**config.mk**
```make
export PLATFORM = sky130hd
export DESIGN_NAME = intController
export DESIGN_NICKNAME = d
export VERILOG_FILES = /design/src/rtl/ioMapPkg.sv /design/src/rtl/intController.sv
export SDC_FILE = /design/constraint.sdc
export NUM_CORES = 1
export LEC_CHECK = 0
export BUFFER_PORTS_ARGS = -buffer_cell sky130_fd_sc_hd__buf_2
export CAP_MARGIN = 20
export CORE_MARGIN = 5
export CORE_UTILIZATION = 44
export CTS_CLUSTER_DIAMETER = 30
export DETAILED_ROUTE_END_ITERATION = 16
export GPL_TIMING_DRIVEN = 0
export PLACE_DENSITY_LB_ADDON = 0.08
export SYNTH_ARGS = -nofsm -noshare
export SYNTH_HDL_FRONTEND = slang
export SYNTH_SLANG_ARGS = --single-unit
```
**constraint.sdc**
```tcl
create_clock -name CLK -period 1.5 [get_ports CLK]
set_input_delay 0.075 -clock CLK [delete_from_list [all_inputs] [get_ports CLK]]
set_output_delay 0.075 -clock CLK [all_outputs]
set_load 0.005 [all_outputs]
```
**src/rtl/ioMapPkg.sv**
```systemverilog
// GPIO address map and interrupt line constants
package ioMapPkg;

	// upper address byte selects the GPIO block
	localparam logic [15:0] GPIO_BASE = 16'hFF00;

	localparam logic [7:0] GPIO_DIP_OFFSET = 8'h00; // DIP switches, low nibble
	localparam logic [7:0] GPIO_LED_OFFSET = 8'h01; // LED register

	localparam int NUM_INTS = 7;
	localparam int INT_ID_W = 3; // enough for NUM_INTS

endpackage

```
**src/rtl/intController.sv**
```systemverilog
// interrupt controller: pin synchronizers, rising edge detect, pending bits, lowest-first encoder
`timescale 1ns/10ps

module intController (
	input logic CLK,
	input logic RESET,
	input logic [ioMapPkg::NUM_INTS-1:0] PIN_INT,
	output logic intReq,
	output logic [ioMapPkg::INT_ID_W-1:0] intId,
	input logic intAck,
	input logic [ioMapPkg::INT_ID_W-1:0] intAckId
);

	logic [ioMapPkg::NUM_INTS-1:0] sync1;
	logic [ioMapPkg::NUM_INTS-1:0] sync2;
	logic [ioMapPkg::NUM_INTS-1:0] prevLevel; // edge register
	logic [ioMapPkg::NUM_INTS-1:0] rise;
	logic [ioMapPkg::NUM_INTS-1:0] ackMask;
	logic [ioMapPkg::NUM_INTS-1:0] pending;
	logic [ioMapPkg::NUM_INTS-1:0] pendingNext;
	logic [ioMapPkg::INT_ID_W-1:0] lowestId;

	assign rise = sync2 & ~prevLevel;

	// one-hot clear for the acknowledged line
	always_comb begin
		ackMask = '0;
		if (intAck && (int'(intAckId) < ioMapPkg::NUM_INTS)) begin
			ackMask[intAckId] = 1'b1;
		end
	end

	// fresh edge beats an ack on the same line
	assign pendingNext = (pending & ~ackMask) | rise;

	// scan downward so the lowest pending line ends up in lowestId
	always_comb begin
		lowestId = '0;
		for (int i = ioMapPkg::NUM_INTS - 1; i >= 0; i--) begin
			if (pending[i]) begin
				lowestId = i[ioMapPkg::INT_ID_W-1:0];
			end
		end
	end

	always_ff @(posedge CLK or posedge RESET) begin
		if (RESET) begin
			sync1 <= '0;
			sync2 <= '0;
			prevLevel <= '0;
			pending <= '0;
			intReq <= 1'b0;
			intId <= '0;
		end else begin
			sync1 <= PIN_INT;
			sync2 <= sync1;
			prevLevel <= sync2;
			pending <= pendingNext;
			intReq <= |pending;
			intId <= lowestId;
		end
	end

endmodule

```
* Word level (Yosys, flattened, before mapping)
Cells that the tools add are included.
Operators by class: bitwise gates (word level) 5, magnitude comparators 3, multiplexer cells 10, reductions and logical operators 3
Operators with widths (number):
- $mux 3 | 7
- $and 7x7->7 | 2
- $not 7->7 | 2
- $mux 7 | 1
- $or 7x7->7 | 1
- $reduce_or 7->1 | 1
- $lt 3x4->1 const B | 1
- $demux 1 s3 | 1
- $ge 3x1->1 const B | 1
- $lt 3x3->1 const B | 1
- $logic_and 1x1->1 | 2
- $mux 1 | 1
Word-level totals: logic and storage cells 27, output and inout bits 4, register bits after elaboration 32

* Logic depth before layout (Yosys ltp)
Gate-level depths: netlist (run 1).
depth in word-level cells 8, depth in mapped cells 3, gate-level depth less buffers 3

* Worst setup path before layout (run 1)
Ideal clock, no wire load.
path type reg-to-reg, start reg pending[3] (netlist bit), end reg intId[2] (netlist bit), arrival time 0.806 ns, stages on the path, launching flop included 3, setup slack 0.621 ns, cells stage by stage dfrtp_1 > nor4_2 > nor2b_1
Between the ends: cells in the longest elaborated chain, start to end 4
Ends and longest elaborated chain:
- start: declaration | RTL line intController.sv:19 | logic [ioMapPkg::NUM_INTS-1:0] pending;
- start signal: assignment | RTL line intController.sv:58 | pending <= pendingNext;
- $mux 3 (4 in series) | RTL line intController.sv:40 | if (pending[i]) begin
- named net lowestId, one bit | RTL line intController.sv:21 | logic [ioMapPkg::INT_ID_W-1:0] lowestId;
- end signal: assignment | RTL line intController.sv:60 | intId <= lowestId;
- end: declaration | RTL line intController.sv:9 | output logic [ioMapPkg::INT_ID_W-1:0] intId,
The timed path passes the listed nets, and every way through them passes these cells.

* Worst setup path in the final report (run 1)
Ends and elaborated chain as after synthesis.

==> run_results.csv, run 1 <==
group,metric,value,unit
pwr,swShare,21.06,%
logic_synthesis,synth_top_area_cell,"dfrtp_1",
global_routing,antenna_found_initial,0,
routing,first_iter_violations,5,
sta,finalHoldViolCount,0,
final_layout,nets,116,
logic_synthesis,syn_inst,71,
logic_synthesis,synthTopCellsByArea,"dfrtp_1 (79%), inv_1 (4.1%), o21ai_0 (3.9%)",
pwr,power.internal,1226,uW
worst_setup_path,worst_setup_path_end_kind,"flip-flop",
global_routing,overflow,0,
run,cap_viol_max_count,0,
pwr,clock_power_share,33.5,%
global_routing,grt_max_degree,23,
clock_network,clock-root-buffer,"clkbuf_4",
sta,clock_skew,0.007429,ns
routing,ant_nets,0,
clock_network,cts_buffers,5,
logic_synthesis,synth-compound-area-share,9.729,%
clock_network,clock_latency,0.31,ns
worst_setup_path,critical_path_class,"flip-flop to flip-flop",
sta,fmax,1006,MHz
global_routing,grtUsageTotal,11.44,%
worst_setup_path,critPathMaxFanout,4,
sta,tns,0,ns
worst_setup_path,cp.arrival,1.24,ns
final_layout,fin_cells,131,
sta,setup_viol,0,
logic_synthesis,synth_top_family_by_area,"compound AO/OA/AOI/OAI gates",
floorplan,start_util,45.93,%
min_path,hp-class,"primary input to flip-flop",
worst_setup_path,cp-start-kind,"flip-flop",
floorplan,core,2212,um2
sta,grt_setup_unrepaired,"false",
final_layout,final_layout_size_suffix_gt1_share,25.24,%
clock_network,clock-sinks,32,
clock_network,cts_tree,"done",
pwr,power.total,1553,uW
placement,gp_congestion,0.6780,
routing,first_pass_iters,4,
clock_network,post_cts_buffers,0,
pwr,peakVddDrop,0.0009130,V
pwr,p_comb_share,6.4,%
logic_synthesis,synth_fa_ha_area_share,0,%
logic_synthesis,synth_seq_cells,32,
final_layout,area_growth,28.33,%
floorplan,die_y,58.05,um
placement,dp_hpwl,1.027,mm
routing,wire_per_inst,11.04,um
final_layout,fill_cells,192,
logic_synthesis,ys_types,16,
floorplan,io_pins,17,
logic_synthesis,synthMuxAreaShare,0,%
final_layout,n_antenna_cell,0,
clock_network,htree_levels,2,
pwr,cellPowerDensity,1191,nW/um2
status,status,"finished clean",
logic_synthesis,syn_nets,84,
routing,routed_wl,1.446,mm
logic_synthesis,syn-mean-instance-area,14.31,um2
pwr,p_leak,0.0006282,uW
logic_synthesis,post-synth-top-area-fraction,78.82,%
logic_synthesis,synth_xor_area_share,0,%
global_routing,grt_pass1_wl,2.732,mm
sta,max_slew_margin,67.69,%
routing,vias,602,
sta,period_share,66.27,%
floorplan,die_w,58.05,um
routing,drc_errors,0,
sta,worst_pin_slew,0.4842,ns
floorplan,rows,17,
global_routing,grt_pass1_vias,647,
clock_network,cts-resized-gates,0,
sta,min_period,0.9941,ns
routing,vias_per_cell,4.595,
pwr,p_seq_share,60.2,%
clock_network,clock_path_buffers,2,
logic_synthesis,synthesis.area,1016,um2
placement,io_buffers,16,
clock_network,clk_pin_slew,0.09,ns
logic_synthesis,seq_area_frac_synth,78.82,%
logic_synthesis,ys_warn_count,0,
logic_synthesis,synth-simple-area-share,7.389,%
worst_setup_path,cp.required,1.75,ns
placement,dp.cells,116,
sta,slew_viol_final,0,
floorplan,die_area,3370,um2
pwr,p_sw,327.0,uW
[path summary, 6_finish.rpt]
check                                startpoint                      to  slack (ns)  cells after the start
max                        pending[3]$_DFF_PP0_      intId[2]$_DFF_PP0_        0.51                      2
min                                 intAckId[0]    pending[3]$_DFF_PP0_        0.04                      2
max reg2reg                pending[3]$_DFF_PP0_      intId[2]$_DFF_PP0_        0.51                      2
min reg2reg                  sync1[5]$_DFF_PP0_      sync2[5]$_DFF_PP0_        0.35                      0
max in group asynchronous                 RESET      sync1[1]$_DFF_PP0_        0.72                      4
min in group asynchronous                 RESET  prevLevel[2]$_DFF_PP0_        0.32                      3
[layout by cell type (no fill, tap or decap)]
cell / count
a211oi_1: 1
a21o_1: 1
a21oi_1: 1
buf_16: 1
buf_2: 16
clkbuf_4: 5
clkbuf_8: 2
dfrtp_1: 32
dlygate4sd3_1: 8
inv_1: 11
nand2_1: 4
nand2b_1: 1
nand2b_4: 1
nand3b_1: 1
nor2_1: 1
nor2b_1: 1
nor3_1: 2
nor4_2: 1
o21ai_0: 8
o221ai_1: 1
o31ai_1: 4
[layer usage]
metal	global-route usage (%)	up-vias	routed length, um
met4	6.954	0	20
li1	-	296	-
met5	0	-	0
met2	16.94	24	684
met1	12.32	280	594
met3	7.127	2	146
[worst max-delay path: stages, from the launching register on]
cell,delay [ns]
dfrtp_1,0.43
nor4_2,0.32
nor2b_1,0.17
[power by group through the flow]
stage	combinational [uW]	sequential (uW)	clock, uW
finish	98.6	935	520
global route	116	943	591
CTS	101	935	542
detailed placement	85.4	953	0
global placement	75.0	950	0
floorplan	42.5	946	0
[logic make-up (layout without fill, tap and decap cells)]
group | after synthesis | count (layout)
and+or+nand+nor | 12 | 12
buffers and inverters | 11 | 43
DFF | 32 | 32
AOI/OAI and AO/OA | 16 | 16
[stage by stage]
step	hold WS, ns	setup WS, ns	util, %	instance area, um2
after detailed placement	0.1215	0.5260	52.38	1159
after CTS	0.02997	0.4989	58.94	1304
after global routing	0.02255	0.4366	58.94	1304
after floorplan	0.1064	0.6214	-	1016
final	0.04306	0.5059	58.94	1304
after global placement	0.1825	0.3521	51.13	1131
[Yosys cell counts (all sizes together)]
cell type and n:
o221ai 1, nor2b 1, nor3 2, nand2b 2, dfrtp 32, nor4 1
a21o 1, a21oi 1, inv 11, o21ai 8, nand2 4, a211oi 1
nand3b 1, nor2 1, o31ai 4
[registers in the layout, summed over array words and instances, names as in the netlist]
signal,cells
prevLevel,7
pending,7
sync2,7
sync1,7
intId,3
intReq,1
[area by class of cell]
class	instances	area (um2)	share of cell area, %
inverters	11	41.29	3.167
clock buffers	7	65.06	4.990
multi-input cells	28	173.9	13.34
flip-flops and latches	32	800.8	61.42
well taps	28	35.03	2.687
repair buffers	25	187.7	14.40
[what timing repair did]
action                                  in CTS  in global routing
endpoints found under the hold margin       17                  0
hold buffers                                 8                  0
endpoints found under the setup margin       0                  0
Note: power is estimated with default switching activity, not from simulation.
==> inputs of run 2 (changes only) <==
- ABC_AREA: unset -> 1
- clock period: 1.5 -> 1 ns (I/O delays scaled with it)
==> run 2 against run 1 <==
Combinational power increased by 66%. Clock power increased by 21%. Total power increased by 41%. Register-to-register slack got worse by 0.36 ns. Via count increased by 8.1%. Worst hold slack improved by 0.018 ns. Synthesized cell count increased by 20%. Sequential share of layout area decreased by 0.41 points. Final cell count increased by 11%. Design area increased by 0.67%. Critical path type unchanged.
==> run_results.csv, run 2 <==
group,metric,value,unit
pwr,p_seq_share,63.9,%
logic_synthesis,ys_async_sr_fraction,100.0,%
logic_synthesis,synthTopCellsByCount,"dfrtp_1 (32), nand2_1 (17), inv_1 (15), o21ai_1 (7), nand3_1 (5)",
global_routing,grt_pass1_wl,2.773,mm
floorplan,die_y,58.47,um
sta,clock_skew,0.003357,ns
final_layout,n_antenna_cell,0,
pwr,p_comb_share,7.5,%
sta,fmax,1168,MHz
global_routing,grt_pass1_vias,656,
final_layout,final_cell_mix,"dfrtp_1 (32), nand2_1 (17), buf_2 (16)",
routing,first_pass_iters,1,
final_layout,layout_commonest_cell,"dfrtp_1",
logic_synthesis,syn_nets,98,
logic_synthesis,post-synth-top-area-fraction,77.48,%
clock_network,cts-resized-gates,0,
min_path,min_path_cells,4,
floorplan,die_w,58.47,um
clock_network,clock-sinks,32,
global_routing,grt_max_degree,22,
worst_setup_path,worst_setup_path_end_kind,"flip-flop",
routing,first_iter_violations,0,
final_layout,fin_area,1313,um2
clock_network,cts_buffers,5,
clock_network,post_cts_buffers,0,
logic_synthesis,syn-mean-instance-area,12.16,um2
pwr,p_sw,493.6,uW
clock_network,clock-root-buffer,"clkbuf_4",
final_layout,fill_cells,196,
floorplan,core,2233,um2
floorplan,rows,17,
placement,io_buffers,16,
sta,tns,0,ns
pwr,clock_power_share,28.7,%
sta,finalHoldViolCount,0,
placement,dpl-instance-area,1176,um2
logic_synthesis,ys.flop_type,"dfrtp_1",
logic_synthesis,synthesis.area,1033,um2
routing,routed_wl,1.476,mm
clock_network,clock_latency,0.31,ns
logic_synthesis,ys_warn_count,0,
final_layout,nets,131,
logic_synthesis,syn_inst,85,
clock_network,clk_pin_slew,0.09,ns
logic_synthesis,yosysMostFrequentCell,"dfrtp_1",
sta,setup_viol,0,
placement,dp.cells,130,
pwr,cellPowerDensity,1674,nW/um2
routing,wire_per_inst,10.11,um
global_routing,antenna_found_initial,0,
pwr,power.internal,1704,uW
pwr,swShare,22.46,%
final_layout,area_growth,27.00,%
global_routing,overflow,0,
worst_setup_path,r2r_cells,2,
floorplan,die_area,3418,um2
sta,grt_setup_unrepaired,"false",
logic_synthesis,synth-edff-count,0,
worst_setup_path,cp.required,1.19,ns
logic_synthesis,ys_types,13,
pwr,p_leak,0.0006598,uW
run,cap_viol_max_count,0,
placement,pre_cts_slack,0.1434,ns
floorplan,io_pins,17,
pwr,peakVddDrop,0.001129,V
sta,period_share,85.61,%
worst_setup_path,critical_path_class,"flip-flop to flip-flop",
clock_network,clock_path_buffers,2,
logic_synthesis,seq_area_frac_synth,77.48,%
clock_network,htree_levels,2,
worst_setup_path,cp.arrival,1.05,ns
global_routing,grtUsageTotal,11.47,%
worst_setup_path,cp-start-kind,"flip-flop",
final_layout,final_layout_size_suffix_gt1_share,22.88,%
placement,gp_congestion,0.7693,
sta,max_slew_margin,64.01,%
routing,ant_nets,0,
placement,dp_hpwl,1.082,mm
sta,worst_pin_slew,0.5393,ns
final_layout,fin_cells,146,
logic_synthesis,synth_top_area_cell,"dfrtp_1",
routing,vias_per_cell,4.459,
final_layout,utilization,58.77,%
sta,worst_slack,0.1439,ns
clock_network,cts_tree,"done",
sta,min_period,0.8561,ns
floorplan,start_util,46.27,%
logic_synthesis,synthTopCellsByArea,"dfrtp_1 (77%), nand2_1 (6.2%), inv_1 (5.4%)",
status,status,"finished clean",
routing,vias,651,
min_path,hp-class,"primary input to flip-flop",
worst_setup_path,critPathMaxFanout,4,
routing,drc_errors,0,
sta,slew_viol_final,0,
logic_synthesis,synth_seq_cells,32,
[run 2: cell type report]
cell class	count	area (um2)	area share [%]
multi-input cells	37	172.7	13.16
flip-flops and latches	32	800.8	61.01
inverters	16	60.06	4.576
repair buffers	26	197.7	15.06
well taps	28	35.03	2.669
clock inverters	1	5.005	0.3813
clock buffers	6	41.29	3.146
[run 2: what timing repair did]
item / CTS / global route
setup endpoints to repair: 0 / 0
hold endpoints to repair: 18 / 1
hold buffers: 8 / 1
[run 2: metal layers]
| layer | vias to the layer above | global-route usage (%) | wire, um | part of all wire (%) |
|---|---|---|---|---|
| met5 | - | 0 | 0 | 0 |
| met4 | 0 | 5.960 | 37 | 2.5 |
| met3 | 7 | 6.579 | 124 | 8.4 |
| met2 | 16 | 18.66 | 729 | 49 |
| met1 | 301 | 11.62 | 585 | 40 |
| li1 | 327 | - | - | - |
[run 2: power groups by stage]
stage	combinational, uW	sequential, uW	clock [uW]
finish	164	1400	630
global route	192	1410	749
CTS	166	1400	668
detailed placement	142	1430	0
global placement	125	1430	0
floorplan	78.1	1420	0
[run 2: worst max-delay path: stages, from the launching register on]
cell and delay (ns):
dfrtp_1 0.42, nor3_2 0.22, nand4_1 0.10
[run 2: worst paths after layout]
check	from	to	slack, ns
min in group asynchronous	RESET	sync1[5]$_DFF_PP0_	0.32
setup / recovery	pending[5]$_DFF_PP0_	intReq$_DFF_PP0_	0.14
max in group asynchronous	RESET	sync1[3]$_DFF_PP0_	0.21
hold reg to reg	sync1[2]$_DFF_PP0_	sync2[2]$_DFF_PP0_	0.35
hold / removal	intAckId[1]	pending[6]$_DFF_PP0_	0.06
setup reg to reg	pending[5]$_DFF_PP0_	intReq$_DFF_PP0_	0.14
[run 2: cell families after synthesis]
logic type,after synthesis,synth area share [%]
AO/OA/AOI/OAI,10,5.205
AND/OR/NAND/NOR,27,11.50
buffers and inverters,16,5.810
flip-flops,32,77.48
[run 2: metrics by stage]
step | hold slack, ns | power, uW
after floorplan | 0.08143 | 1499
after global placement | 0.1573 | 1551
after detailed placement | 0.1178 | 1573
after CTS | 0.003104 | 2238
after global routing | 0.05083 | 2355
final | 0.06069 | 2198
