--- src/rtl/ioMapPkg.sv ---
// GPIO address map and interrupt line constants
package ioMapPkg;

	// upper address byte selects the GPIO block
	localparam logic [15:0] GPIO_BASE = 16'hFF00;

	localparam logic [7:0] GPIO_DIP_OFFSET = 8'h00; // DIP switches, low nibble
	localparam logic [7:0] GPIO_LED_OFFSET = 8'h01; // LED register

	localparam int NUM_INTS = 7;
	localparam int INT_ID_W = 3; // enough for NUM_INTS

endpackage

--- src/rtl/boardPkg.sv ---
// bus word union, byte enable type, bus widths and access phase timing
package boardPkg;

	localparam int ADDR_W = 16;
	localparam int DATA_W = 16;

	// one data word, taken whole or per byte lane
	typedef union packed {
		logic [DATA_W-1:0] word;
		struct packed {
			logic [DATA_W/2-1:0] hi; // WR1N lane
			logic [DATA_W/2-1:0] lo; // WR0N lane
		} bytes;
	} busWord_u;

	typedef logic [1:0] byteEn_t; // bit 0 low lane, bit 1 high lane

	localparam int STROBE_CYCLES = 2; // strobe low time
	localparam int ACCESS_CYCLES = 4; // setup, strobes, release

	// phase counter values, 0 is idle
	localparam int PHASE_W = $clog2(ACCESS_CYCLES + 1);
	localparam logic [PHASE_W-1:0] PHASE_SETUP = PHASE_W'(1);
	localparam logic [PHASE_W-1:0] PHASE_STROBE_FIRST = PHASE_W'(2);
	localparam logic [PHASE_W-1:0] PHASE_STROBE_LAST = PHASE_W'(1 + STROBE_CYCLES);
	localparam logic [PHASE_W-1:0] PHASE_RELEASE = PHASE_W'(ACCESS_CYCLES);

endpackage
--- src/rtl/boardBusIf.sv ---
// internal bus between sequencer and pin layer, with seq and board modports
`timescale 1ns/10ps

interface boardBusIf;

	logic [boardPkg::ADDR_W-1:0] addr;
	boardPkg::busWord_u dout; // write data
	boardPkg::busWord_u din; // read data back from the pins
	logic rdn;
	logic wr0n; // low lane strobe
	logic wr1n; // high lane strobe
	logic rdGpio;
	logic wrGpio;
	logic addrGpio; // 1 selects the LED register
	logic [7:0] dinGpio;

	modport seq (
		output addr, dout, rdn, wr0n, wr1n, rdGpio, wrGpio, addrGpio,
		input din, dinGpio
	);

	modport board (
		input addr, dout, rdn, wr0n, wr1n, rdGpio, wrGpio, addrGpio,
		output din, dinGpio
	);

endinterface

--- src/rtl/busSequencer.sv ---
// bus sequencer: host request latch, phase counter, address decode, strobes, read capture
`timescale 1ns/10ps

module busSequencer (
	input logic CLK,
	input logic RESET,
	input logic reqValid,
	input logic reqWrite,
	input logic [boardPkg::ADDR_W-1:0] reqAddr,
	input boardPkg::busWord_u reqData,
	input boardPkg::byteEn_t reqByteEn,
	output logic busy,
	output logic respValid,
	output boardPkg::busWord_u respData,
	boardBusIf.seq bus
);

	logic [boardPkg::PHASE_W-1:0] phase; // 0 idle, then setup, strobes, release
	logic accept;
	logic [boardPkg::ADDR_W-1:0] addrReg;
	logic writeReg;
	boardPkg::busWord_u dataReg;
	boardPkg::byteEn_t byteEnReg;
	boardPkg::busWord_u rdData;
	logic isGpio;
	logic strobePhase;
	logic rdCycle;
	logic wrCycle;

	assign busy = (phase != '0);
	assign accept = reqValid && !busy; // requests while busy are dropped

	always_ff @(posedge CLK or posedge RESET) begin
		if (RESET) begin
			phase <= '0;
			addrReg <= '0; // keeps PIN_ADDR at zero until the first access
		end else if (accept) begin
			phase <= boardPkg::PHASE_SETUP;
			addrReg <= reqAddr;
		end else if (busy) begin
			if (phase == boardPkg::PHASE_RELEASE) begin
				phase <= '0;
			end else begin
				phase <= phase + 1'b1;
			end
		end
	end

	// request payload
	always_ff @(posedge CLK) begin
		if (accept) begin
			writeReg <= reqWrite;
			dataReg <= reqData;
			byteEnReg <= reqByteEn;
		end
	end

	// upper byte match against the GPIO window
	assign isGpio = (addrReg[boardPkg::ADDR_W-1:boardPkg::ADDR_W-8]
		== ioMapPkg::GPIO_BASE[15:8]);

	assign strobePhase = (phase >= boardPkg::PHASE_STROBE_FIRST)
		&& (phase <= boardPkg::PHASE_STROBE_LAST);
	assign rdCycle = strobePhase && !writeReg;
	assign wrCycle = strobePhase && writeReg;

	assign bus.addr = addrReg;
	assign bus.dout = dataReg;

	// external strobes, only enabled lanes on a write
	assign bus.rdn = !(rdCycle && !isGpio);
	assign bus.wr0n = !(wrCycle && byteEnReg[0] && !isGpio);
	assign bus.wr1n = !(wrCycle && byteEnReg[1] && !isGpio);

	// GPIO side, LED write goes through the low lane
	assign bus.rdGpio = rdCycle && isGpio;
	assign bus.wrGpio = wrCycle && byteEnReg[0] && isGpio;
	assign bus.addrGpio = (addrReg[7:0] == ioMapPkg::GPIO_LED_OFFSET);

	// read data sampled at the end of the last strobe cycle
	always_ff @(posedge CLK) begin
		if (accept) begin
			rdData <= '0; // writes answer with zero
		end else if (rdCycle && (phase == boardPkg::PHASE_STROBE_LAST)) begin
			if (isGpio) begin
				rdData.bytes.hi <= '0;
				rdData.bytes.lo <= bus.dinGpio;
			end else begin
				rdData <= bus.din;
			end
		end
	end

	assign respValid = (phase == boardPkg::PHASE_RELEASE);
	assign respData = rdData;

endmodule

--- src/flat_wrapper.sv ---
// flat-port wrapper written by rule: the top's interface ports become plain ports
module busSequencer_flat 
  (CLK, RESET, reqValid, reqWrite, reqAddr, reqData, reqByteEn, busy, respValid, respData, bus_addr, bus_dout, bus_rdn, bus_wr0n, bus_wr1n, bus_rdGpio, bus_wrGpio, bus_addrGpio, bus_din, bus_dinGpio);
  boardBusIf bus_i ();
  input logic CLK;
  input logic RESET;
  input logic reqValid;
  input logic reqWrite;
  input logic [boardPkg::ADDR_W-1:0] reqAddr;
  input boardPkg::busWord_u reqData;
  input boardPkg::byteEn_t reqByteEn;
  output logic busy;
  output logic respValid;
  output boardPkg::busWord_u respData;
  output wire logic [$bits(bus_i.addr)-1:0] bus_addr;
  output wire logic [$bits(bus_i.dout)-1:0] bus_dout;
  output wire logic [$bits(bus_i.rdn)-1:0] bus_rdn;
  output wire logic [$bits(bus_i.wr0n)-1:0] bus_wr0n;
  output wire logic [$bits(bus_i.wr1n)-1:0] bus_wr1n;
  output wire logic [$bits(bus_i.rdGpio)-1:0] bus_rdGpio;
  output wire logic [$bits(bus_i.wrGpio)-1:0] bus_wrGpio;
  output wire logic [$bits(bus_i.addrGpio)-1:0] bus_addrGpio;
  input wire logic [$bits(bus_i.din)-1:0] bus_din;
  input wire logic [$bits(bus_i.dinGpio)-1:0] bus_dinGpio;
  assign bus_addr = bus_i.addr;
  assign bus_dout = bus_i.dout;
  assign bus_rdn = bus_i.rdn;
  assign bus_wr0n = bus_i.wr0n;
  assign bus_wr1n = bus_i.wr1n;
  assign bus_rdGpio = bus_i.rdGpio;
  assign bus_wrGpio = bus_i.wrGpio;
  assign bus_addrGpio = bus_i.addrGpio;
  assign bus_i.din = bus_din;
  assign bus_i.dinGpio = bus_dinGpio;
  busSequencer u_core (.CLK(CLK), .RESET(RESET), .reqValid(reqValid), .reqWrite(reqWrite), .reqAddr(reqAddr), .reqData(reqData), .reqByteEn(reqByteEn), .busy(busy), .respValid(respValid), .respData(respData), .bus(bus_i));
endmodule
--- config.mk ---
export PLATFORM = sky130hd
export DESIGN_NAME = busSequencer_flat
export DESIGN_NICKNAME = d
export VERILOG_FILES = /design/src/rtl/ioMapPkg.sv /design/src/rtl/boardPkg.sv /design/src/rtl/boardBusIf.sv /design/src/rtl/busSequencer.sv /design/src/flat_wrapper.sv
export SDC_FILE = /design/constraint.sdc
export NUM_CORES = 1
export LEC_CHECK = 0
export BUFFER_PORTS_ARGS = -buffer_cell sky130_fd_sc_hd__buf_2
export CORE_MARGIN = 2
export CORE_UTILIZATION = 39
export CTS_CLUSTER_DIAMETER = 120
export DETAILED_ROUTE_END_ITERATION = 12
export GPL_TIMING_DRIVEN = 0
export PLACE_DENSITY = 0.78
export SLEW_MARGIN = 20
export SYNTH_ARGS = -nofsm -noshare
export SYNTH_HDL_FRONTEND = slang
export SYNTH_SLANG_ARGS = --single-unit
--- constraint.sdc ---
create_clock -name CLK -period 2.18 [get_ports CLK]
set_clock_uncertainty 0.05 [all_clocks]
set_input_delay 0.654 -clock CLK [delete_from_list [all_inputs] [get_ports CLK]]
set_output_delay 0.654 -clock CLK [all_outputs]
set_load 0.1 [all_outputs]
# == Word-level counts from Yosys, hierarchy flattened ==
# Index checks and enable logic that the tools add are counted.
# totals
in_bits,62
out_inout_bits,56
reg_bits,54
elab_cells,37
# classes
muxes,4
n_eq_ne,4
n_reduce_logical,20
n_addsub,1
n_lt_le_gt_ge,2
# op_table
operator,count
two-way mux 16 bit,1
logical AND 1 bit,12
two-way mux 3 bit,3
"== test 8 x 1 -> 1 bit, second input constant",1
"== test 8 bit, second input constant",1
logical NOT 1 bit,6
"adder 3 x 1 -> 3 bit, second input constant",1
"== test 3 x 2 -> 1 bit, second input constant",1
"== test 3 bit, second input constant",1
"greater-or-equal comparator 3 x 2 -> 1 bit, second input constant",1
"less-or-equal comparator 3 x 2 -> 1 bit, second input constant",1
nonzero test 3 bit,1
nonzero test 2 bit,1

# == Depth between registers and ports, before layout ==
# Gate-level depths: netlist of run 1.
# depth
word_depth,6
depth_mapped,8

# == Worst setup path after synthesis of run 1 ==
# No wires, ideal clock.
# synth_timing
path_type,register -> output
from,"reg u_core.addrReg, in the netlist u_core.bus.addr[12]"
to,out bus_rdGpio
arrival_time_ns,3.790
path_slack_ns,-2.314
stages_incl_launch_ff,6
required_ns,1.476
cell_sequence,dfrtp_1 -> nand4_1 -> or2_1 -> clkbuf_1 -> buf_2 -> nor3_1
# synth_via
elab_chain_cells,2
# synth_lines
element,line_no,source
start: declaration,busSequencer.sv:20,logic [boardPkg::ADDR_W-1:0] addrReg;
start signal: assignment,busSequencer.sv:39,addrReg <= reqAddr;
== test 8 bit,busSequencer.sv:60,== ioMapPkg::GPIO_BASE[15:8]);
logical AND 1 bit,busSequencer.sv:76,assign bus.rdGpio = rdCycle && isGpio;
end: declaration,flat_wrapper.sv:20,output wire logic [$bits(bus_i.rdGpio)-1:0] bus_rdGpio;
# No other way between the ends.

# == Worst setup path after layout of run 1 ==
# layout_timing
from,reg u_core.phase[0] (netlist bit)
to,out bus_rdn
# layout_via
elab_chain_cells,5
word_cells_on_any_way,6
classes_between,order compare: 2; reduce/logical: 4
# layout_lines
element,line_no,source
start: declaration,busSequencer.sv:18,logic [boardPkg::PHASE_W-1:0] phase;
start signal: assignment,busSequencer.sv:38,phase <= boardPkg::PHASE_SETUP;
start signal: assignment,busSequencer.sv:44,phase <= phase + 1'b1;
greater-or-equal comparator 3 x 2 -> 1 bit or less-or-equal comparator 3 x 2 -> 1 bit (tied branches),"busSequencer.sv:62, busSequencer.sv:63",
logical AND 1 bit (*),busSequencer.sv:63,&& (phase <= boardPkg::PHASE_STROBE_LAST);
logical AND 1 bit (*),busSequencer.sv:64,assign rdCycle = strobePhase && !writeReg;
logical AND 1 bit (*),busSequencer.sv:71,assign bus.rdn = !(rdCycle && !isGpio);
logical NOT 1 bit (*),busSequencer.sv:71,
end: declaration,flat_wrapper.sv:17,output wire logic [$bits(bus_i.rdn)-1:0] bus_rdn;
# Every way passes the cells marked *; elsewhere a longest branch is shown, timed or not.

==> flow_summary.toml, run 1 <==
[clock_network]
worst_skew_pair.late_latency_ns = 0.30
ctsHoldBuffers = 0
cts_buffers = 5
htree_levels = 2
cts_sinks = 54
clockBufferDepth = 2
clk_pin_slew_ns = 0.09
clock-root-buffer = "clkbuf_8"
cts_tree = "yes"

[layout]
num-fill-cells = 407
final_nets = 373
area_delta_synth_final_pct = 55.63
num_antenna_cells = 0
finalInstanceArea_mm2 = 0.003304
seq_area_mm2 = 0.001403
drive_gt1_frac = 0.6461
multi_input_area_um2 = 799.5

[worst_setup_path]
path_delay_family = "simple AND/OR/NAND/NOR gates"
path_cells = "inv_2 > ha_2 > or3_4 > o21ai_4 > or3_4 > buf_12"
critPathArrivalTime_ns = 1.77
path_buf_inv = 2
cp_common_cell = "or3_4"
cp_slowest_cell = "dfrtp_1"
cpPeakStageDelay_ns = 0.42
cp.required_ns = 1.48
cp-end-kind = "primary output"
startpoint_type = "register"
crit_type = "register to primary output"
critPathMaxFanout = 4

[drt]
wl_per_cell_um = 13.50
vias = 1831
wirelength_um = 5104
ant_nets = 0
drtPass1Iterations = 5
drc = 0
drtIter0Drc = 101
drt-vias-per-instance = 4.844

[grt]
grt_pass1_wl_um = 8093
grt.overflow.total = 0
grt_pass1_vias = 1768
grt_usage = 0.1696
antenna_found_initial = 0
grt_start_max_net_pins = 28

[min_path]
hold_path_class = "primary input to async pin"

[sta]
setup_ws_ns = -0.2934
setup_viol = 5
maxSlewHeadroom = 0.5218
rsz0062_at_grt = "true"
finalCriticalPeriod_ns = 2.473
timing.hold.ws_ns = 0.4063
slew_viol_final = 0
hold_viol_final = 0
tightest_slew_ns = 0.7165
max_freq_mhz = 404.3
period_share = 1.135

[placement]
placed_area_mm2 = 0.002923
place_congestion = 0.7887
dpl.hpwl_um = 3806
port_buffers = 117

[outcome]
violations = "setup timing"
outcome = "finished with violations"

[synth]
synth_cells = 172
synth-seq-area-share = 0.6435
netlist_area_mm2 = 0.002123
synth_warnings = 0
syn_area_per_cell_um2 = 12.34
synth_nets = 238
synth-seq-cells = 54
yosysUniqueCellTypes = 29

[die]
ios = 118
die_y_um = 77.79
die_x_um = 77.79
start_util = 0.4105
core_mm2 = 0.005172
die_area_mm2 = 0.006051
num_rows = 26

[run]
maxCapViolCount = 0
==> synth_stat cells, drive strengths merged <==
library cell | n | area share
dfrtp | 19 | 0.22
ha | 4 | 0.024
or2 | 1 | 0.0029
and4b | 1 | 0.0047
o31ai | 1 | 0.0035
a21oi | 9 | 0.021
inv | 5 | 0.0088
nor3 | 27 | 0.064
nor2 | 3 | 0.0053
clkbuf | 2 | 0.0035
buf | 7 | 0.025
o211ai | 1 | 0.0035
mux2 | 16 | 0.085
or3 | 2 | 0.0083
and3 | 1 | 0.0053
edfxtp | 19 | 0.27
nand2 | 12 | 0.021
dfxtp | 16 | 0.15
nor4 | 1 | 0.0029
clkinv | 1 | 0.0018
and2 | 1 | 0.0029
nand3 | 10 | 0.028
o21ai | 11 | 0.029
nand4 | 2 | 0.0059
==> through the flow <==
stage / std cells / worst slack (ns) / util / TNS (ns)
global placement: 359 / -0.3495 / 0.5651 / -9.713
detailed placement: 359 / -0.3469 / 0.5651 / -9.961
floorplan: 172 / -0.5969 / - / -1.130
global route: 378 / -0.3640 / 0.6388 / -1.791
CTS: 376 / -0.3097 / 0.6275 / -1.515
finish: 378 / -0.2934 / 0.6388 / -1.430
==> cell type report <==
| type | instances | share of cell area |
|---|---|---|
| multi-input cells | 103 | 0.2420 |
| clock inverters | 2 | 0.01174 |
| flip-flops and latches | 54 | 0.4245 |
| inverters | 6 | 0.007194 |
| clock buffers | 6 | 0.02196 |
| well taps | 70 | 0.02651 |
| repair buffers | 129 | 0.2431 |
| plain buffers | 8 | 0.02310 |
==> worst register-to-register path: cells and delay by family, from the launching register on <==
| kind | cells | cell delay, ns |
|---|---|---|
| flops | 1 | 0.42 |
| fa+ha+maj | 1 | 0.17 |
| buf+inv | 4 | 0.86 |
| simple gates | 1 | 0.15 |
==> cell families (layout without fill, tap and decap cells) <==
kind of cell / Yosys count / after routing / synth area share
buffers and inverters: 15 / 151 / 0.03889
muxes: 16 / 16 / 0.08485
adders and majority gates: 4 / 4 / 0.02357
AOI/OAI and AO/OA: 22 / 22 / 0.05775
and+or+nand+nor: 61 / 61 / 0.1514
DFF: 54 / 54 / 0.6435
==> flip-flops by register name (all words and copies together) (netlist names) <==
register / count
u_core.respData: 16
u_core.phase: 3
u_core.bus.addr: 16
u_core.bus.dout: 16
u_core.writeReg: 1
u_core.byteEnReg: 2
==> what timing repair did <==
item / in CTS / in global routing
setup endpoints to repair: 35 / 8
setup buffers: 9 / 3
gates resized for setup: 39 / 12
pin swaps: 8 / 6
==> placed cells by master, fill, tap and decap left out, types with 8 or more instances in the layout <==
cell type	Yosys	routed
nand3_1	8	8
buf_12	0	8
edfxtp_1	19	19
dfxtp_1	16	16
nor3_1	27	24
buf_4	2	12
buf_2	3	111
dfrtp_4	0	8
a21oi_1	9	8
nand2_1	12	9
mux2_2	16	16
o21ai_0	9	8
==> routing by layer <==
metal | global-route usage | wire (um)
met5 | 0 | 0
met3 | 0.03605 | 359
met4 | 0.06071 | 92
met1 | 0.1939 | 1963
met2 | 0.3095 | 2688
==> path summary, 6_finish.rpt <==
check	startpoint	to	slack, ns	depth (start not counted)
max in group asynchronous	RESET	u_core.bus.addr[15]	1.15	2
min in group CLK	u_core.respData[11]	u_core.respData[11]	0.41	2
worst max register to register	u_core.phase[0]	u_core.bus.dout[1]	0.15	6
worst max-delay path	u_core.phase[0]	bus_rdn	-0.29	6
worst min-delay path	RESET	u_core.bus.addr[9]	0.41	2
worst min register to register	u_core.respData[11]	u_core.respData[11]	0.41	2
Power of run 1 is not shown: default switching activity piles up to over one toggle a cycle in this logic, so the estimate is an artifact.
==> inputs of run 2 (changes only) <==
--- a/config.mk
+++ b/config.mk
@@ -7,11 +7,12 @@
 export LEC_CHECK = 0
 export BUFFER_PORTS_ARGS = -buffer_cell sky130_fd_sc_hd__buf_2
 export CORE_MARGIN = 2
-export CORE_UTILIZATION = 39
+export CORE_UTILIZATION = 41
+export CTS_BUF_LIST = sky130_fd_sc_hd__clkbuf_8
 export CTS_CLUSTER_DIAMETER = 120
 export DETAILED_ROUTE_END_ITERATION = 12
 export GPL_TIMING_DRIVEN = 0
-export PLACE_DENSITY = 0.78
+export PLACE_DENSITY = 0.81
 export SLEW_MARGIN = 20
 export SYNTH_ARGS = -nofsm -noshare
 export SYNTH_HDL_FRONTEND = slang
==> flow_summary.toml, run 2 (synthesis results as in run 1) <==
[worst_setup_path]
cp-end-kind = "primary output"
timing.rr.start = "u_core.phase[0]"
startpoint_type = "register"
cp-startpoint = "u_core.phase[1]"
cp.required_ns = 1.48
crit_type = "register to primary output"
critPathArrivalTime_ns = 1.78
critPathMaxFanout = 4

[grt]
grt_start_max_net_pins = 28
grt_pass1_vias = 1853
grt_pass1_wl_um = 8562
grt_usage = 0.1842
antenna_found_initial = 0
grt.overflow.total = 0

[outcome]
violations = "setup timing"
outcome = "finished with violations"

[layout]
num_antenna_cells = 0
layout_commonest_cell = "buf_2"
final_nets = 378
num-fill-cells = 416
final_cell_mix = "111 x buf_2, 24 x nor3_1, 19 x edfxtp_1"
drive_gt1_frac = 0.6550
area_delta_synth_final_pct = 57.34
finalInstanceArea_mm2 = 0.003341

[sta]
period_share = 1.140
rsz0062_at_grt = "true"
setup_viol = 6
setup_ws_ns = -0.3052
maxSlewHeadroom = 0.5160
finalCriticalPeriod_ns = 2.485
tightest_slew_ns = 0.7252
hold_viol_final = 0
slew_viol_final = 0
timing.hold.ws_ns = 0.4059
max_freq_mhz = 402.4

[placement]
placed_area_mm2 = 0.002923
port_buffers = 117
dpl.hpwl_um = 3812
place_congestion = 0.7646

[min_path]
hold_path_class = "primary input to async pin"

[clock_network]
clk_pin_slew_ns = 0.10
htree_levels = 2
worst_skew_pair.late_latency_ns = 0.30
cts_sinks = 54
cts_buffers = 5
clockBufferDepth = 2
clock-root-buffer = "clkbuf_8"
cts_tree = "yes"

[run]
maxCapViolCount = 0

[drt]
wirelength_um = 5479
drtPass1Iterations = 4
drc = 0
wl_met2_um = 2916
drtIter0Drc = 39
wl_met3_um = 390
wl_per_cell_um = 14.31
drt-met1-wl_um = 2126
vias = 1834
drt-vias-per-instance = 4.789
topRoutingLayerUsed = "met4"
ant_nets = 0

[die]
die_x_um = 75.97
num_rows = 26
core_mm2 = 0.005042
ios = 118
die_area_mm2 = 0.005771
start_util = 0.4211
die_y_um = 75.97
==> run 2: repair_timing <==
item,in CTS,in global routing
hold buffers,0,0
pin swaps,7,13
setup endpoints to repair,35,8
resized for setup,42,13
setup buffers,12,5
==> run 2: worst paths after layout <==
kind | endpoint | slack (ns) | cells past startpoint
max | bus_rdn | -0.31 | 5
max in group asynchronous | u_core.bus.addr[10] | 1.14 | 2
min reg2reg | u_core.respData[9] | 0.41 | 2
min | u_core.bus.addr[2] | 0.41 | 2
max reg2reg | u_core.bus.addr[15] | 0.11 | 8
min in group CLK | u_core.respData[9] | 0.41 | 2
==> run 2: per-stage QoR <==
| stage | setup TNS [ns] | setup WS [ns] | instances | util |
|---|---|---|---|---|
| 6_report | -1.433 | -0.3052 | 383 | 0.6625 |
| 5_1_grt | -1.846 | -0.3694 | 383 | 0.6625 |
| 4_1_cts | -1.509 | -0.3251 | 378 | 0.6479 |
| 3_5_place_dp | -11.77 | -0.4173 | 359 | 0.5797 |
| 3_3_place_gp | -9.607 | -0.3467 | 359 | 0.5797 |
| 2_1_floorplan | -1.130 | -0.5969 | 172 | - |
==> run 2: worst max-delay path, cell delays in order, from the launching register on <==
cell,delay (ns)
dfrtp_2,0.46
buf_4,0.16
or3_4,0.38
o21ai_4,0.13
or3_4,0.19
buf_12,0.16
==> run 2: routing by layer <==
| layer | up-vias | track usage |
|---|---|---|
| li1 | 894 | - |
| met2 | 71 | 0.3482 |
| met1 | 865 | 0.1973 |
| met5 | - | 0 |
| met4 | 0 | 0.04909 |
| met3 | 4 | 0.05833 |
==> run 2: area by class of cell <==
| cell class | count | area (um^2) | area share |
|---|---|---|---|
| Sequential cell | 54 | 1404 | 0.4202 |
| Timing Repair Buffer | 134 | 849.6 | 0.2543 |
| Multi-Input combinational cell | 103 | 805.8 | 0.2412 |
| Tap cell | 70 | 87.58 | 0.02622 |
| Buffer | 8 | 77.57 | 0.02322 |
| Clock buffer | 5 | 68.82 | 0.02060 |
| Inverter | 6 | 30.03 | 0.008989 |
| Clock inverter | 3 | 17.52 | 0.005243 |
Power of run 2 is left out for the same reason.
==> inputs of run 3 (changes only) <==
--- a/config.mk
+++ b/config.mk
@@ -5,14 +5,14 @@
 export SDC_FILE = /design/constraint.sdc
 export NUM_CORES = 1
 export LEC_CHECK = 0
-export BUFFER_PORTS_ARGS = -buffer_cell sky130_fd_sc_hd__buf_2
 export CORE_MARGIN = 2
-export CORE_UTILIZATION = 41
+export CORE_UTILIZATION = 30
 export CTS_BUF_LIST = sky130_fd_sc_hd__clkbuf_8
 export CTS_CLUSTER_DIAMETER = 120
 export DETAILED_ROUTE_END_ITERATION = 12
+export DONT_BUFFER_PORTS = 1
 export GPL_TIMING_DRIVEN = 0
-export PLACE_DENSITY = 0.81
+export PLACE_DENSITY = 0.48
 export SLEW_MARGIN = 20
 export SYNTH_ARGS = -nofsm -noshare
 export SYNTH_HDL_FRONTEND = slang
==> flow_summary.toml, run 3 (synthesis results as in run 1) <==
[sta]
setup_ws_ns = -0.8467
finalCriticalPeriod_ns = 3.027
setup_viol = 6
hold_viol_final = 0
maxSlewHeadroom = 0.3217
tns_ns = -3.246
max_freq_mhz = 330.4
period_share = 1.388
rsz0062_at_grt = "true"
tightest_slew_ns = 1.014
slew_viol_final = 0

[placement]
place_congestion = 0.7816
placed_area_mm2 = 0.002370
dpl.hpwl_um = 3812
port_buffers = 0
place_ws_ns = -0.7968

[drt]
ant_nets = 0
drtIter0Drc = 53
vias = 1372
wirelength_um = 4975
drc = 0
wl_per_cell_um = 17.52
drtPass1Iterations = 3
drt-vias-per-instance = 4.831

[layout]
multi_input_area_um2 = 815.8
num_antenna_cells = 0
finalInstanceArea_mm2 = 0.002645
post-route-util = 0.3872
area_delta_synth_final_pct = 24.57
seq_area_mm2 = 0.001414
final_cell_mix = "24 x nor3_1, 19 x edfxtp_1, 16 x mux2_2, 16 x dfxtp_1, 11 x dfrtp_4"
num-fill-cells = 679
final_nets = 253
layout_commonest_cell = "nor3_1"
drive_gt1_frac = 0.4415

[die]
start_util = 0.3108
die_y_um = 88.13
die_x_um = 88.13
num_rows = 30
ios = 118
core_mm2 = 0.006832
die_area_mm2 = 0.007767

[worst_setup_path]
cp-end-kind = "primary output"
critPathArrivalTime_ns = 2.32
startpoint_type = "register"
cp.required_ns = 1.48
critPathMaxFanout = 3
crit_type = "register to primary output"

[grt]
grt_pass1_wl_um = 7245
use_met2 = 0.2142
grt_start_max_net_pins = 28
grt.overflow.total = 0
grt_pass1_vias = 1380
grt_usage = 0.1254
antenna_found_initial = 0
grt_util_met3 = 0.05844
gr-usage-met1 = 0.1423
grt-busiest-layer = "met2"

[outcome]
outcome = "finished with violations"
violations = "setup timing"

[clock_network]
clock-root-buffer = "clkbuf_8"
worst_skew_pair.late_latency_ns = 0.30
htree_levels = 2
clk_pin_slew_ns = 0.10
cts_buffers = 5
cts_sinks = 54
cts_tree = "yes"
clockBufferDepth = 2

[run]
maxCapViolCount = 0

[min_path]
hold_path_class = "primary input to async pin"
run 3: changes by cell type in the layout (fill, tap and decap cells not counted), moves of 2 or more:
cell / before / now
buf_12: 9 / 0
buf_2: 111 / 2
buf_4: 17 / 7
buf_6: 3 / 7
buf_8: 2 / 0
dfrtp_1: 5 / 3
dfrtp_4: 8 / 11
ha_4: 3 / 1
nand2_8: 0 / 2
run 3: per-stage QoR:
step	hold slack, ns	std cells
floorplan	0.4611	172
global placement	0.4833	268
detailed placement	0.5293	268
CTS	0.3161	282
global route	0.3516	284
finish	0.2971	284
run 3: worst max-delay path, cell delays in order (launching register included):
cell	delay, ns
dfrtp_4	0.63
nand4_1	0.19
nor2_2	0.20
clkbuf_8	0.17
nand2_4	0.05
nor3_4	0.78
run 3: path summary, 6_finish.rpt:
path                                      from                   to  slack, ns  cells past startpoint
setup / recovery           u_core.bus.addr[15]           bus_wrGpio      -0.85                      5
hold / removal                           RESET   u_core.bus.addr[8]       0.30                      1
setup reg to reg               u_core.phase[1]  u_core.bus.dout[14]       0.22                      5
hold reg to reg                u_core.phase[0]      u_core.phase[0]       0.62                      2
max in group asynchronous                RESET   u_core.bus.addr[9]       1.26                      1
min in group CLK                   reqData[12]  u_core.bus.dout[12]       0.39                      0
run 3: layout make-up:
type / count / area share
Clock buffer: 5 / 0.02602
Buffer: 7 / 0.02318
Timing Repair Buffer: 10 / 0.03548
Tap cell: 96 / 0.04541
Inverter: 6 / 0.008988
Clock inverter: 3 / 0.01798
Multi-Input combinational cell: 103 / 0.3084
Sequential cell: 54 / 0.5345
run 3: layer usage:
layer | part of all wire | routed length, um
met5 | 0 | 0
met4 | 0.011 | 57
met3 | 0.11 | 536
met2 | 0.49 | 2425
met1 | 0.39 | 1956
run 3: repair_timing:
action / 4_1_cts / 5_1_grt
resized for setup: 21 / 11
buffers inserted: 7 / 5
hold buffers: 0 / 0
pin swaps: 14 / 8
hold endpoints to repair: 0 / 0
endpoints found under the setup margin: 35 / 7
Power of run 3 is left out for the same reason.
